## src/design/hart_pkg.sv

```systemverilog
`default_nettype none

// shared types and constants for the four stage rv32i hart
package hart_pkg;

    // one machine word, used for data, instructions and addresses
    typedef logic [31:0] word_t;
    // index into the integer register file
    typedef logic [4:0]  reg_addr_t;
    // major opcode field, bits 6:0 of every instruction
    typedef logic [6:0]  opcode_t;

    // the only major opcodes this hart accepts
    localparam opcode_t OPC_OP     = 7'b0110011;
    localparam opcode_t OPC_OP_IMM = 7'b0010011;
    localparam opcode_t OPC_LUI    = 7'b0110111;
    localparam opcode_t OPC_AUIPC  = 7'b0010111;
    localparam opcode_t OPC_SYSTEM = 7'b1110011;

    // ebreak is matched on the whole word, every other system encoding traps
    localparam word_t EBREAK_INST = 32'h0010_0073;

    // there are no jumps, so the pc always moves by one instruction
    localparam word_t INST_BYTES = 32'd4;

    typedef enum logic [3:0] {
        ALU_ADD,
        ALU_SUB,
        ALU_SLL,
        ALU_SLT,
        ALU_SLTU,
        ALU_XOR,
        ALU_SRL,
        ALU_SRA,
        ALU_OR,
        ALU_AND,
        ALU_PASS_B
    } alu_op_e;

    typedef enum logic [0:0] {
        FETCH_RUN,
        FETCH_HALTED
    } fetch_state_e;

    // everything execute needs, plus what it must carry on to retire
    typedef struct packed {
        logic      valid;
        word_t     inst;
        word_t     pc;
        reg_addr_t rs1_raddr;
        reg_addr_t rs2_raddr;
        word_t     rs1_rdata;
        word_t     rs2_rdata;
        word_t     op_a;
        word_t     op_b;
        alu_op_e   alu_op;
        reg_addr_t rd_waddr;
        logic      rd_wen;
        logic      trap;
        logic      halt;
    } dx_bundle_t;

    // the retire record, which also doubles as the register file write port
    typedef struct packed {
        logic      valid;
        word_t     inst;
        logic      trap;
        logic      halt;
        reg_addr_t rs1_raddr;
        reg_addr_t rs2_raddr;
        word_t     rs1_rdata;
        word_t     rs2_rdata;
        reg_addr_t rd_waddr;
        word_t     rd_wdata;
        word_t     pc;
        word_t     next_pc;
    } retire_t;

endpackage

`default_nettype wire

```

## src/design/fetch_stage.sv

```systemverilog
`default_nettype none

// sequential instruction fetch with a one way halt
module fetch_stage #(
    parameter hart_pkg::word_t RESET_ADDR = 32'h0000_0000
) (
    input  wire             i_clk,
    input  wire             i_arst_n,
    // ebreak seen in decode this cycle
    input  wire             i_halt,
    output hart_pkg::word_t o_imem_raddr,
    // pc and valid of the word that the memory returns this cycle
    output hart_pkg::word_t o_pc,
    output logic            o_vld
);

    hart_pkg::fetch_state_e state_q;
    hart_pkg::word_t        pc_q;
    logic                   running;

    assign running = (state_q == hart_pkg::FETCH_RUN);

    // the address register is presented straight to the memory
    assign o_imem_raddr = pc_q;

    always_ff @(posedge i_clk or negedge i_arst_n) begin
        if (!i_arst_n) begin
            state_q <= hart_pkg::FETCH_RUN;
            pc_q    <= RESET_ADDR;
            o_pc    <= RESET_ADDR;
            o_vld   <= 1'b0;
        end else begin
            // once halted the hart never leaves this state, only reset does
            if (running && i_halt) begin
                state_q <= hart_pkg::FETCH_HALTED;
            end
            if (running) begin
                pc_q <= pc_q + hart_pkg::INST_BYTES;
            end
            o_pc <= pc_q;
            // the word issued in the same cycle as the halt is already
            // behind the ebreak, so it must not be marked valid either
            o_vld <= running && !i_halt;
        end
    end

endmodule

`default_nettype wire

```

## src/design/register_file.sv

```systemverilog
`default_nettype none

// 31 general purpose registers, x0 is hardwired to zero
module register_file (
    input  wire                 i_clk,
    input  wire                 i_arst_n,
    input  wire hart_pkg::reg_addr_t i_rs1_raddr,
    input  wire hart_pkg::reg_addr_t i_rs2_raddr,
    input  wire hart_pkg::reg_addr_t i_rd_waddr,
    input  wire                 i_rd_wen,
    input  wire hart_pkg::word_t     i_rd_wdata,
    output hart_pkg::word_t     o_rs1_rdata,
    output hart_pkg::word_t     o_rs2_rdata
);

    // there is no storage behind x0
    hart_pkg::word_t regs [1:31];

    always_ff @(posedge i_clk or negedge i_arst_n) begin
        if (!i_arst_n) begin
            for (int i = 1; i < 32; i++) begin
                regs[i] <= '0;
            end
        end else if (i_rd_wen && (i_rd_waddr != '0)) begin
            regs[i_rd_waddr] <= i_rd_wdata;
        end
    end

    // reads are combinational, a write in this cycle is not yet visible here
    // and decode covers that case through its writeback forwarding path
    assign o_rs1_rdata = (i_rs1_raddr == '0) ? '0 : regs[i_rs1_raddr];
    assign o_rs2_rdata = (i_rs2_raddr == '0) ? '0 : regs[i_rs2_raddr];

endmodule

`default_nettype wire

```

## src/design/decode_stage.sv

```systemverilog
`default_nettype none

// decode, operand fetch with forwarding, and the decode to execute register
module decode_stage (
    input  wire                       i_clk,
    input  wire                       i_arst_n,
    input  wire                       i_vld,
    input  wire hart_pkg::word_t      i_pc,
    input  wire hart_pkg::word_t      i_inst,
    // bundle currently in execute and its alu result
    input  wire hart_pkg::dx_bundle_t i_ex_fwd,
    input  wire hart_pkg::word_t      i_ex_res,
    // record currently in writeback, which also writes the register file
    input  wire hart_pkg::retire_t    i_wb,
    output hart_pkg::dx_bundle_t      o_dx,
    output logic                      o_halt
);

    hart_pkg::opcode_t    opcode;
    logic [2:0]           funct3;
    logic [6:0]           funct7;
    hart_pkg::reg_addr_t  rs1_addr;
    hart_pkg::reg_addr_t  rs2_addr;
    hart_pkg::reg_addr_t  rd_addr;
    hart_pkg::word_t      imm_i;
    hart_pkg::word_t      imm_u;
    hart_pkg::word_t      rf_rs1;
    hart_pkg::word_t      rf_rs2;
    hart_pkg::word_t      rs1_fwd;
    hart_pkg::word_t      rs2_fwd;
    logic                 wb_wen;
    hart_pkg::alu_op_e    alu_op;
    logic                 writes_rd;
    logic                 illegal;
    hart_pkg::dx_bundle_t dx_d;

    assign opcode   = i_inst[6:0];
    assign rd_addr  = i_inst[11:7];
    assign funct3   = i_inst[14:12];
    assign rs1_addr = i_inst[19:15];
    assign rs2_addr = i_inst[24:20];
    assign funct7   = i_inst[31:25];

    // shift immediates also come out of the I format, execute uses bits 4:0
    assign imm_i = {{20{i_inst[31]}}, i_inst[31:20]};
    assign imm_u = {i_inst[31:12], 12'b0};

    // execute zeroes rd when it does not write, so a nonzero rd means a write
    assign wb_wen = i_wb.valid && (i_wb.rd_waddr != '0);

    register_file regfile_i (
        .i_clk       (i_clk),
        .i_arst_n    (i_arst_n),
        .i_rs1_raddr (rs1_addr),
        .i_rs2_raddr (rs2_addr),
        .i_rd_waddr  (i_wb.rd_waddr),
        .i_rd_wen    (wb_wen),
        .i_rd_wdata  (i_wb.rd_wdata),
        .o_rs1_rdata (rf_rs1),
        .o_rs2_rdata (rf_rs2)
    );

    // the younger producer in execute wins over the one in writeback,
    // rd_wen is already clear for x0 so it never gets forwarded
    assign rs1_fwd = (i_ex_fwd.valid && i_ex_fwd.rd_wen && (i_ex_fwd.rd_waddr == rs1_addr))
                   ? i_ex_res
                   : (wb_wen && (i_wb.rd_waddr == rs1_addr)) ? i_wb.rd_wdata : rf_rs1;
    assign rs2_fwd = (i_ex_fwd.valid && i_ex_fwd.rd_wen && (i_ex_fwd.rd_waddr == rs2_addr))
                   ? i_ex_res
                   : (wb_wen && (i_wb.rd_waddr == rs2_addr)) ? i_wb.rd_wdata : rf_rs2;

    assign o_halt = i_vld && (i_inst == hart_pkg::EBREAK_INST);

    always_comb begin
        alu_op    = hart_pkg::ALU_ADD;
        writes_rd = 1'b1;
        illegal   = 1'b0;
        case (opcode)
            hart_pkg::OPC_OP: begin
                case ({funct7, funct3})
                    10'b0000000_000: alu_op = hart_pkg::ALU_ADD;
                    10'b0100000_000: alu_op = hart_pkg::ALU_SUB;
                    10'b0000000_001: alu_op = hart_pkg::ALU_SLL;
                    10'b0000000_010: alu_op = hart_pkg::ALU_SLT;
                    10'b0000000_011: alu_op = hart_pkg::ALU_SLTU;
                    10'b0000000_100: alu_op = hart_pkg::ALU_XOR;
                    10'b0000000_101: alu_op = hart_pkg::ALU_SRL;
                    10'b0100000_101: alu_op = hart_pkg::ALU_SRA;
                    10'b0000000_110: alu_op = hart_pkg::ALU_OR;
                    10'b0000000_111: alu_op = hart_pkg::ALU_AND;
                    default:         illegal = 1'b1;
                endcase
            end
            hart_pkg::OPC_OP_IMM: begin
                case (funct3)
                    3'b000: alu_op = hart_pkg::ALU_ADD;
                    3'b010: alu_op = hart_pkg::ALU_SLT;
                    3'b011: alu_op = hart_pkg::ALU_SLTU;
                    3'b100: alu_op = hart_pkg::ALU_XOR;
                    3'b110: alu_op = hart_pkg::ALU_OR;
                    3'b111: alu_op = hart_pkg::ALU_AND;
                    // immediate shifts reuse funct7 to tell srai from srli
                    3'b001: begin
                        alu_op  = hart_pkg::ALU_SLL;
                        illegal = (funct7 != 7'b0000000);
                    end
                    default: begin
                        alu_op  = funct7[5] ? hart_pkg::ALU_SRA : hart_pkg::ALU_SRL;
                        illegal = (funct7 != 7'b0000000) && (funct7 != 7'b0100000);
                    end
                endcase
            end
            hart_pkg::OPC_LUI:   alu_op = hart_pkg::ALU_PASS_B;
            hart_pkg::OPC_AUIPC: alu_op = hart_pkg::ALU_ADD;
            hart_pkg::OPC_SYSTEM: begin
                // ebreak halts and writes nothing, anything else here traps
                writes_rd = 1'b0;
                illegal   = (i_inst != hart_pkg::EBREAK_INST);
            end
            default: illegal = 1'b1;
        endcase
    end

    always_comb begin
        dx_d.valid     = i_vld;
        dx_d.inst      = i_inst;
        dx_d.pc        = i_pc;
        dx_d.rs1_raddr = rs1_addr;
        dx_d.rs2_raddr = rs2_addr;
        dx_d.rs1_rdata = rs1_fwd;
        dx_d.rs2_rdata = rs2_fwd;
        // auipc adds to the pc, lui ignores operand a altogether
        dx_d.op_a      = (opcode == hart_pkg::OPC_AUIPC) ? i_pc : rs1_fwd;
        dx_d.op_b      = (opcode == hart_pkg::OPC_OP) ? rs2_fwd
                       : ((opcode == hart_pkg::OPC_LUI) || (opcode == hart_pkg::OPC_AUIPC))
                       ? imm_u : imm_i;
        dx_d.alu_op    = alu_op;
        dx_d.rd_waddr  = rd_addr;
        dx_d.rd_wen    = i_vld && writes_rd && !illegal && (rd_addr != '0);
        // trap and halt are only raised for real instructions, never bubbles
        dx_d.trap      = i_vld && illegal;
        dx_d.halt      = o_halt;
    end

    always_ff @(posedge i_clk or negedge i_arst_n) begin
        if (!i_arst_n) begin
            o_dx <= '0;
        end else begin
            o_dx <= dx_d;
        end
    end

endmodule

`default_nettype wire

```

## src/design/execute_stage.sv

```systemverilog
`default_nettype none

// alu and the execute to writeback register holding the retire record
module execute_stage (
    input  wire                       i_clk,
    input  wire                       i_arst_n,
    input  wire hart_pkg::dx_bundle_t i_dx,
    // combinational result, also forwarded back to decode
    output hart_pkg::word_t           o_res,
    output hart_pkg::retire_t         o_wb
);

    hart_pkg::opcode_t opcode;
    logic [4:0]        shamt;
    logic              lt_s;
    logic              lt_u;
    logic              reads_rs1;
    logic              reads_rs2;
    hart_pkg::retire_t wb_d;

    assign opcode = i_dx.inst[6:0];
    assign shamt  = i_dx.op_b[4:0];
    assign lt_s   = $signed(i_dx.op_a) < $signed(i_dx.op_b);
    assign lt_u   = i_dx.op_a < i_dx.op_b;

    always_comb begin
        case (i_dx.alu_op)
            hart_pkg::ALU_ADD:    o_res = i_dx.op_a + i_dx.op_b;
            hart_pkg::ALU_SUB:    o_res = i_dx.op_a - i_dx.op_b;
            hart_pkg::ALU_SLL:    o_res = i_dx.op_a << shamt;
            hart_pkg::ALU_SLT:    o_res = {31'b0, lt_s};
            hart_pkg::ALU_SLTU:   o_res = {31'b0, lt_u};
            hart_pkg::ALU_XOR:    o_res = i_dx.op_a ^ i_dx.op_b;
            hart_pkg::ALU_SRL:    o_res = i_dx.op_a >> shamt;
            hart_pkg::ALU_SRA:    o_res = $signed(i_dx.op_a) >>> shamt;
            hart_pkg::ALU_OR:     o_res = i_dx.op_a | i_dx.op_b;
            hart_pkg::ALU_AND:    o_res = i_dx.op_a & i_dx.op_b;
            hart_pkg::ALU_PASS_B: o_res = i_dx.op_b;
            default:              o_res = '0;
        endcase
    end

    // only register and immediate arithmetic read sources, and only
    // the register form reads rs2; a trapped word reads nothing
    assign reads_rs1 = !i_dx.trap
                     && ((opcode == hart_pkg::OPC_OP) || (opcode == hart_pkg::OPC_OP_IMM));
    assign reads_rs2 = !i_dx.trap && (opcode == hart_pkg::OPC_OP);

    always_comb begin
        wb_d.valid     = i_dx.valid;
        wb_d.inst      = i_dx.inst;
        wb_d.trap      = i_dx.trap;
        wb_d.halt      = i_dx.halt;
        wb_d.rs1_raddr = reads_rs1 ? i_dx.rs1_raddr : '0;
        wb_d.rs2_raddr = reads_rs2 ? i_dx.rs2_raddr : '0;
        wb_d.rs1_rdata = reads_rs1 ? i_dx.rs1_rdata : '0;
        wb_d.rs2_rdata = reads_rs2 ? i_dx.rs2_rdata : '0;
        // a zero rd here tells the register file there is nothing to write
        wb_d.rd_waddr  = i_dx.rd_wen ? i_dx.rd_waddr : '0;
        wb_d.rd_wdata  = i_dx.rd_wen ? o_res : '0;
        wb_d.pc        = i_dx.pc;
        wb_d.next_pc   = i_dx.pc + hart_pkg::INST_BYTES;
    end

    always_ff @(posedge i_clk or negedge i_arst_n) begin
        if (!i_arst_n) begin
            o_wb <= '0;
        end else begin
            o_wb <= wb_d;
        end
    end

endmodule

`default_nettype wire

```

## src/design/hart.sv

```systemverilog
`default_nettype none

// four stage in-order rv32i hart: fetch, decode, execute, writeback
module hart #(
    // first instruction address after reset
    parameter hart_pkg::word_t RESET_ADDR = 32'h0000_0000
) (
    input  wire                     i_clk,
    input  wire                     i_arst_n,
    output hart_pkg::word_t         o_imem_raddr,
    // word for the address issued one cycle earlier
    input  wire hart_pkg::word_t    i_imem_rdata,
    output logic                    o_retire_valid,
    output hart_pkg::word_t         o_retire_inst,
    output logic                    o_retire_trap,
    output logic                    o_retire_halt,
    output hart_pkg::reg_addr_t     o_retire_rs1_raddr,
    output hart_pkg::reg_addr_t     o_retire_rs2_raddr,
    output hart_pkg::word_t         o_retire_rs1_rdata,
    output hart_pkg::word_t         o_retire_rs2_rdata,
    output hart_pkg::reg_addr_t     o_retire_rd_waddr,
    output hart_pkg::word_t         o_retire_rd_wdata,
    output hart_pkg::word_t         o_retire_pc,
    output hart_pkg::word_t         o_retire_next_pc
);

    // fetch to decode
    hart_pkg::word_t      fe_pc;
    logic                 fe_vld;
    // decode to fetch, and decode to execute
    logic                 de_halt;
    hart_pkg::dx_bundle_t dx;
    // execute result, and the record sitting in writeback
    hart_pkg::word_t      ex_res;
    hart_pkg::retire_t    wb;

    fetch_stage #(
        .RESET_ADDR (RESET_ADDR)
    ) fetch_i (
        .i_clk        (i_clk),
        .i_arst_n     (i_arst_n),
        .i_halt       (de_halt),
        .o_imem_raddr (o_imem_raddr),
        .o_pc         (fe_pc),
        .o_vld        (fe_vld)
    );

    // the instruction word comes straight from memory, not through fetch
    decode_stage decode_i (
        .i_clk    (i_clk),
        .i_arst_n (i_arst_n),
        .i_vld    (fe_vld),
        .i_pc     (fe_pc),
        .i_inst   (i_imem_rdata),
        .i_ex_fwd (dx),
        .i_ex_res (ex_res),
        .i_wb     (wb),
        .o_dx     (dx),
        .o_halt   (de_halt)
    );

    execute_stage execute_i (
        .i_clk    (i_clk),
        .i_arst_n (i_arst_n),
        .i_dx     (dx),
        .o_res    (ex_res),
        .o_wb     (wb)
    );

    // the writeback record is the retire report
    assign o_retire_valid     = wb.valid;
    assign o_retire_inst      = wb.inst;
    assign o_retire_trap      = wb.trap;
    assign o_retire_halt      = wb.halt;
    assign o_retire_rs1_raddr = wb.rs1_raddr;
    assign o_retire_rs2_raddr = wb.rs2_raddr;
    assign o_retire_rs1_rdata = wb.rs1_rdata;
    assign o_retire_rs2_rdata = wb.rs2_rdata;
    assign o_retire_rd_waddr  = wb.rd_waddr;
    assign o_retire_rd_wdata  = wb.rd_wdata;
    assign o_retire_pc        = wb.pc;
    assign o_retire_next_pc   = wb.next_pc;

endmodule

`default_nettype wire

```

## config.mk

```make
export PLATFORM = sky130hd
export DESIGN_NAME = hart
export DESIGN_NICKNAME = d
export VERILOG_FILES = /design/src/design/hart_pkg.sv /design/src/design/fetch_stage.sv /design/src/design/register_file.sv /design/src/design/decode_stage.sv /design/src/design/execute_stage.sv /design/src/design/hart.sv
export SDC_FILE = /design/constraint.sdc
export NUM_CORES = 2
export LEC_CHECK = 0
export BUFFER_PORTS_ARGS = -buffer_cell sky130_fd_sc_hd__buf_2
export CORE_MARGIN = 1.5
export CORE_UTILIZATION = 60
export DETAILED_ROUTE_END_ITERATION = 8
export PLACE_DENSITY = 0.77
export SLEW_MARGIN = 20
export SYNTH_ARGS = -nofsm -noshare
export SYNTH_HDL_FRONTEND = slang
export SYNTH_HIERARCHICAL = 1
export SYNTH_SLANG_ARGS = --single-unit
```

## constraint.sdc

```tcl
create_clock -name i_clk -period 5.4 [get_ports i_clk]
set_input_delay 1.62 -clock i_clk [delete_from_list [all_inputs] [get_ports i_clk]]
set_output_delay 1.62 -clock i_clk [all_outputs]
set_load 0.01 [all_outputs]
```

==> flow_metrics.env <==
export IMPL_swShare=0.276
export IMPL_grt_usage=0.453
export IMPL_status="completed"
export IMPL_startpoint_type="flip-flop"
export IMPL_syn_instance_count=6730
export IMPL_syn_to_final_growth_pct=12.5
export IMPL_synth_yosys_seq_area_share=0.458
export IMPL_total_leakage_power_nw=42.8
export IMPL_core_mm2=0.132
export IMPL_maxSlewHeadroom=0.164
export IMPL_cp_data_arrival_time_ps=5890
export IMPL_cts_tree="yes"
export IMPL_cts_resized=0
export IMPL_yosysMostFrequentCell="dfrtp_1"
export IMPL_skew_ps=39.4
export IMPL_period_needed_ps=5210
export IMPL_die_area_mm2=0.135
export IMPL_place_congestion=1.10
export IMPL_final_cell_area_mm2=0.0898
export IMPL_ys_ff_latch=1462
export IMPL_path_max_fanout=73
export IMPL_path_delay_family="simple AND/OR/NAND/NOR gates"
export IMPL_grt_overflow=0
export IMPL_root_buffer="clkbuf_16"
export IMPL_cts_buffers=155
export IMPL_drt_pass1_iterations=9
export IMPL_synthTopCellsByArea="dfrtp_1 (46%), mux2_2 (15%), mux2i_1 (9.0%)"
export IMPL_nets=7097
export IMPL_grt_pass1_wl_um=446000
export IMPL_cts_htree_levels=4
export IMPL_synthFlopType="dfrtp_1"
export IMPL_power_mw=25.5
export IMPL_pwr_share_clk=0.424
export IMPL_final_setup_viol_count=0
export IMPL_io_pins=276
export IMPL_fmax_mhz=192
export IMPL_port_buffers=273
export IMPL_initial_core_util=0.606
export IMPL_synthArstFlopShare=1.00
export IMPL_maxCapViolations=0
export IMPL_grt_max_degree=187
export IMPL_cts_hold_buffers_added=0
export IMPL_drive_above_1_share=0.322
export IMPL_detailed_place_hpwl_um=210000
export IMPL_worst_hold_path_type="flip-flop to flip-flop"
export IMPL_fp_dieH_um=368
export IMPL_wl_um=310000
export IMPL_fin_tns_setup_ps=0
export IMPL_placed_area_mm2=0.0846
export IMPL_intPower_mw=18.5
export IMPL_vdd_drop_max_v=0.000350
export IMPL_synth_common_cells="dfrtp_1 (1,462), mux2_2 (1,033), mux2i_1 (717)"
export IMPL_drc=0
export IMPL_final_hold_viol_count=0
export IMPL_clkSinkCount=1462
export IMPL_fin_util=0.681
export IMPL_hold_ws_ps=352
export IMPL_routed_via_density=7.22
export IMPL_ant_nets=0
export IMPL_yosysTopAreaCellShare=0.458
export IMPL_synth_edf_count=0
export IMPL_drv_slew=0
export IMPL_fin_crit_sh=0.964
export IMPL_num_vias=63700
export IMPL_row_count=133
export IMPL_clock_latency_ps=810
export IMPL_path_cells="buf_12 > mux2_2 > mux2i_1 > buf_4 > o221ai_1 > nor4_2 > nand2_1 > a2111oi_1 > nor2_1 > nor4_1 > a31oi_1 > mux2_2"
export IMPL_cp_common_cell="mux2_2"
export IMPL_p_seq_frac=0.440
export IMPL_avgSynthCellArea_um2=11.9
export IMPL_pwr_share_comb=0.136
export IMPL_crit_type="flip-flop to flip-flop"
export IMPL_slowest_delay_ps=850
export IMPL_clk_pin_slew_ps=70
export IMPL_cp_data_required_time_ps=6080
export IMPL_die_w_um=368
export IMPL_power_density_mw_per_mm2=284
export IMPL_critPathSlowestCell="nor4_2"
export IMPL_synth_top_cell_by_area="dfrtp_1"
export IMPL_ys_warn_count=6
export IMPL_endpoint_kind="flip-flop"
export IMPL_tightest_slew_ps=1250
export IMPL_rsz0062_at_grt="false"
export IMPL_p_sw_mw=7.04
export IMPL_routedWlPerCell_um=35.1
export IMPL_grt_pass1_vias=63700
export IMPL_clockBufferDepth=3
export IMPL_crit_buf_inv=2
export IMPL_antenna_found_initial=15
export IMPL_ys_types=112
export IMPL_post_cts_repair_setup_buffers=0
export IMPL_syn_area_mm2=0.0798
export IMPL_drt_iter0_drc=8237
kinds of logic after synthesis:
| logic type | synth area share |
|---|---|
| AO/OA/AOI/OAI | 0.101 |
| XOR/XNOR | 0.0103 |
| adder cells (fa/ha/maj) | 0.0170 |
| buffers and inverters | 0.0419 |
| flip-flops | 0.458 |
| multiplexers | 0.296 |
| other | 0.0000470 |
| AND/OR/NAND/NOR | 0.0757 |
placed cells by master, fill, tap and decap left out, types with 44 or more instances in the layout:
cell       netlist  routed
o21ai_0        113     111
nand2_1        142     126
a31oi_1         49      48
nor4_1         106     102
xnor2_1         70      70
inv_1          102     102
a21oi_1        226     226
buf_4           52     391
mux2_2        1033    1033
ha_1           105     105
buf_2          199     266
o22ai_1        273     273
buf_12           0      44
dfrtp_1       1462    1453
mux2_1          70      70
nand3_1         64      62
nor3_1         189     186
clkbuf_16        0     156
a221o_1         67      67
and3_1          55      52
nor2b_1         83      79
mux2i_1        717     717
mux4_2         180     180
a211oi_1        97      97
and2_1          86      86
nor2_1         237     222
nand4_1         58      58
a22oi_1         94      94
metal layers:
| metal | vias to the layer above | global-route usage | wire length [um] |
|---|---|---|---|
| li1 | 25700 | - | - |
| met1 | 32300 | 0.546 | 108000 |
| met2 | 4418 | 0.694 | 139000 |
| met3 | 1357 | 0.122 | 32800 |
| met4 | 6 | 0.353 | 29500 |
| met5 | - | 0 | 34 |
registers in the layout (all words and copies together) (netlist names):
register	cells
fetch_i/o_pc	30
fetch_i/o_vld	1
fetch_i/o_imem_raddr	30
execute_i/o_wb	208
fetch_i/state_q	1
decode_i/o_dx	200
decode_i/regfile_i/regs	992
power by group through the flow:
stage	clock, mW	combinational [mW]	sequential (mW)
floorplan	0	1.69	11.3
global route	11.3	3.56	11.2
global placement	0	3.29	11.4
detailed placement	0	3.29	11.4
finish	10.8	3.48	11.2
CTS	10.9	3.30	11.2
worst register-to-register path, cell delays in order (launching register included):
cell	delay (ps)
dfrtp_4	530
buf_12	390
mux2_2	570
mux2i_1	540
buf_4	260
o221ai_1	320
nor4_2	860
nand2_1	110
a2111oi_1	540
nor2_1	210
nor4_1	320
a31oi_1	120
mux2_2	320
per-stage QoR:
| step | cells | setup WS [ps] |
|---|---|---|
| finish | 8830 | 193 |
| global placement | 8550 | 88.6 |
| detailed placement | 8551 | 224 |
| CTS | 8821 | 251 |
| global route | 8824 | 271 |
| floorplan | 6733 | 670 |
final timing paths:
kind	from	to	slack [ps]	depth (start not counted)
max in group asynchronous	i_arst_n	decode_i/regfile_i/regs[221]	3290	3
worst min register to register	decode_i/o_dx[210]	execute_i/o_wb[205]	350	0
worst max-delay path	decode_i/o_dx[12]	decode_i/o_dx[71]	190	12
worst max register to register	decode_i/o_dx[12]	decode_i/o_dx[71]	190	12
min in group asynchronous	i_arst_n	decode_i/regfile_i/regs[834]	750	1
worst min-delay path	decode_i/o_dx[210]	execute_i/o_wb[205]	350	0
layout make-up:
| cell class | instances | area [um2] |
|---|---|---|
| multi-input cells | 4523 | 40200 |
| well taps | 1755 | 2200 |
| clock buffers | 228 | 4580 |
| fillers | 9513 | 42000 |
| flip-flops and latches | 1462 | 36600 |
| clock inverters | 42 | 532 |
| inverters | 107 | 402 |
| diodes | 6 | 15.0 |
| repair buffers | 707 | 5260 |
No activity file was read; power rests on OpenSTA's default activity.
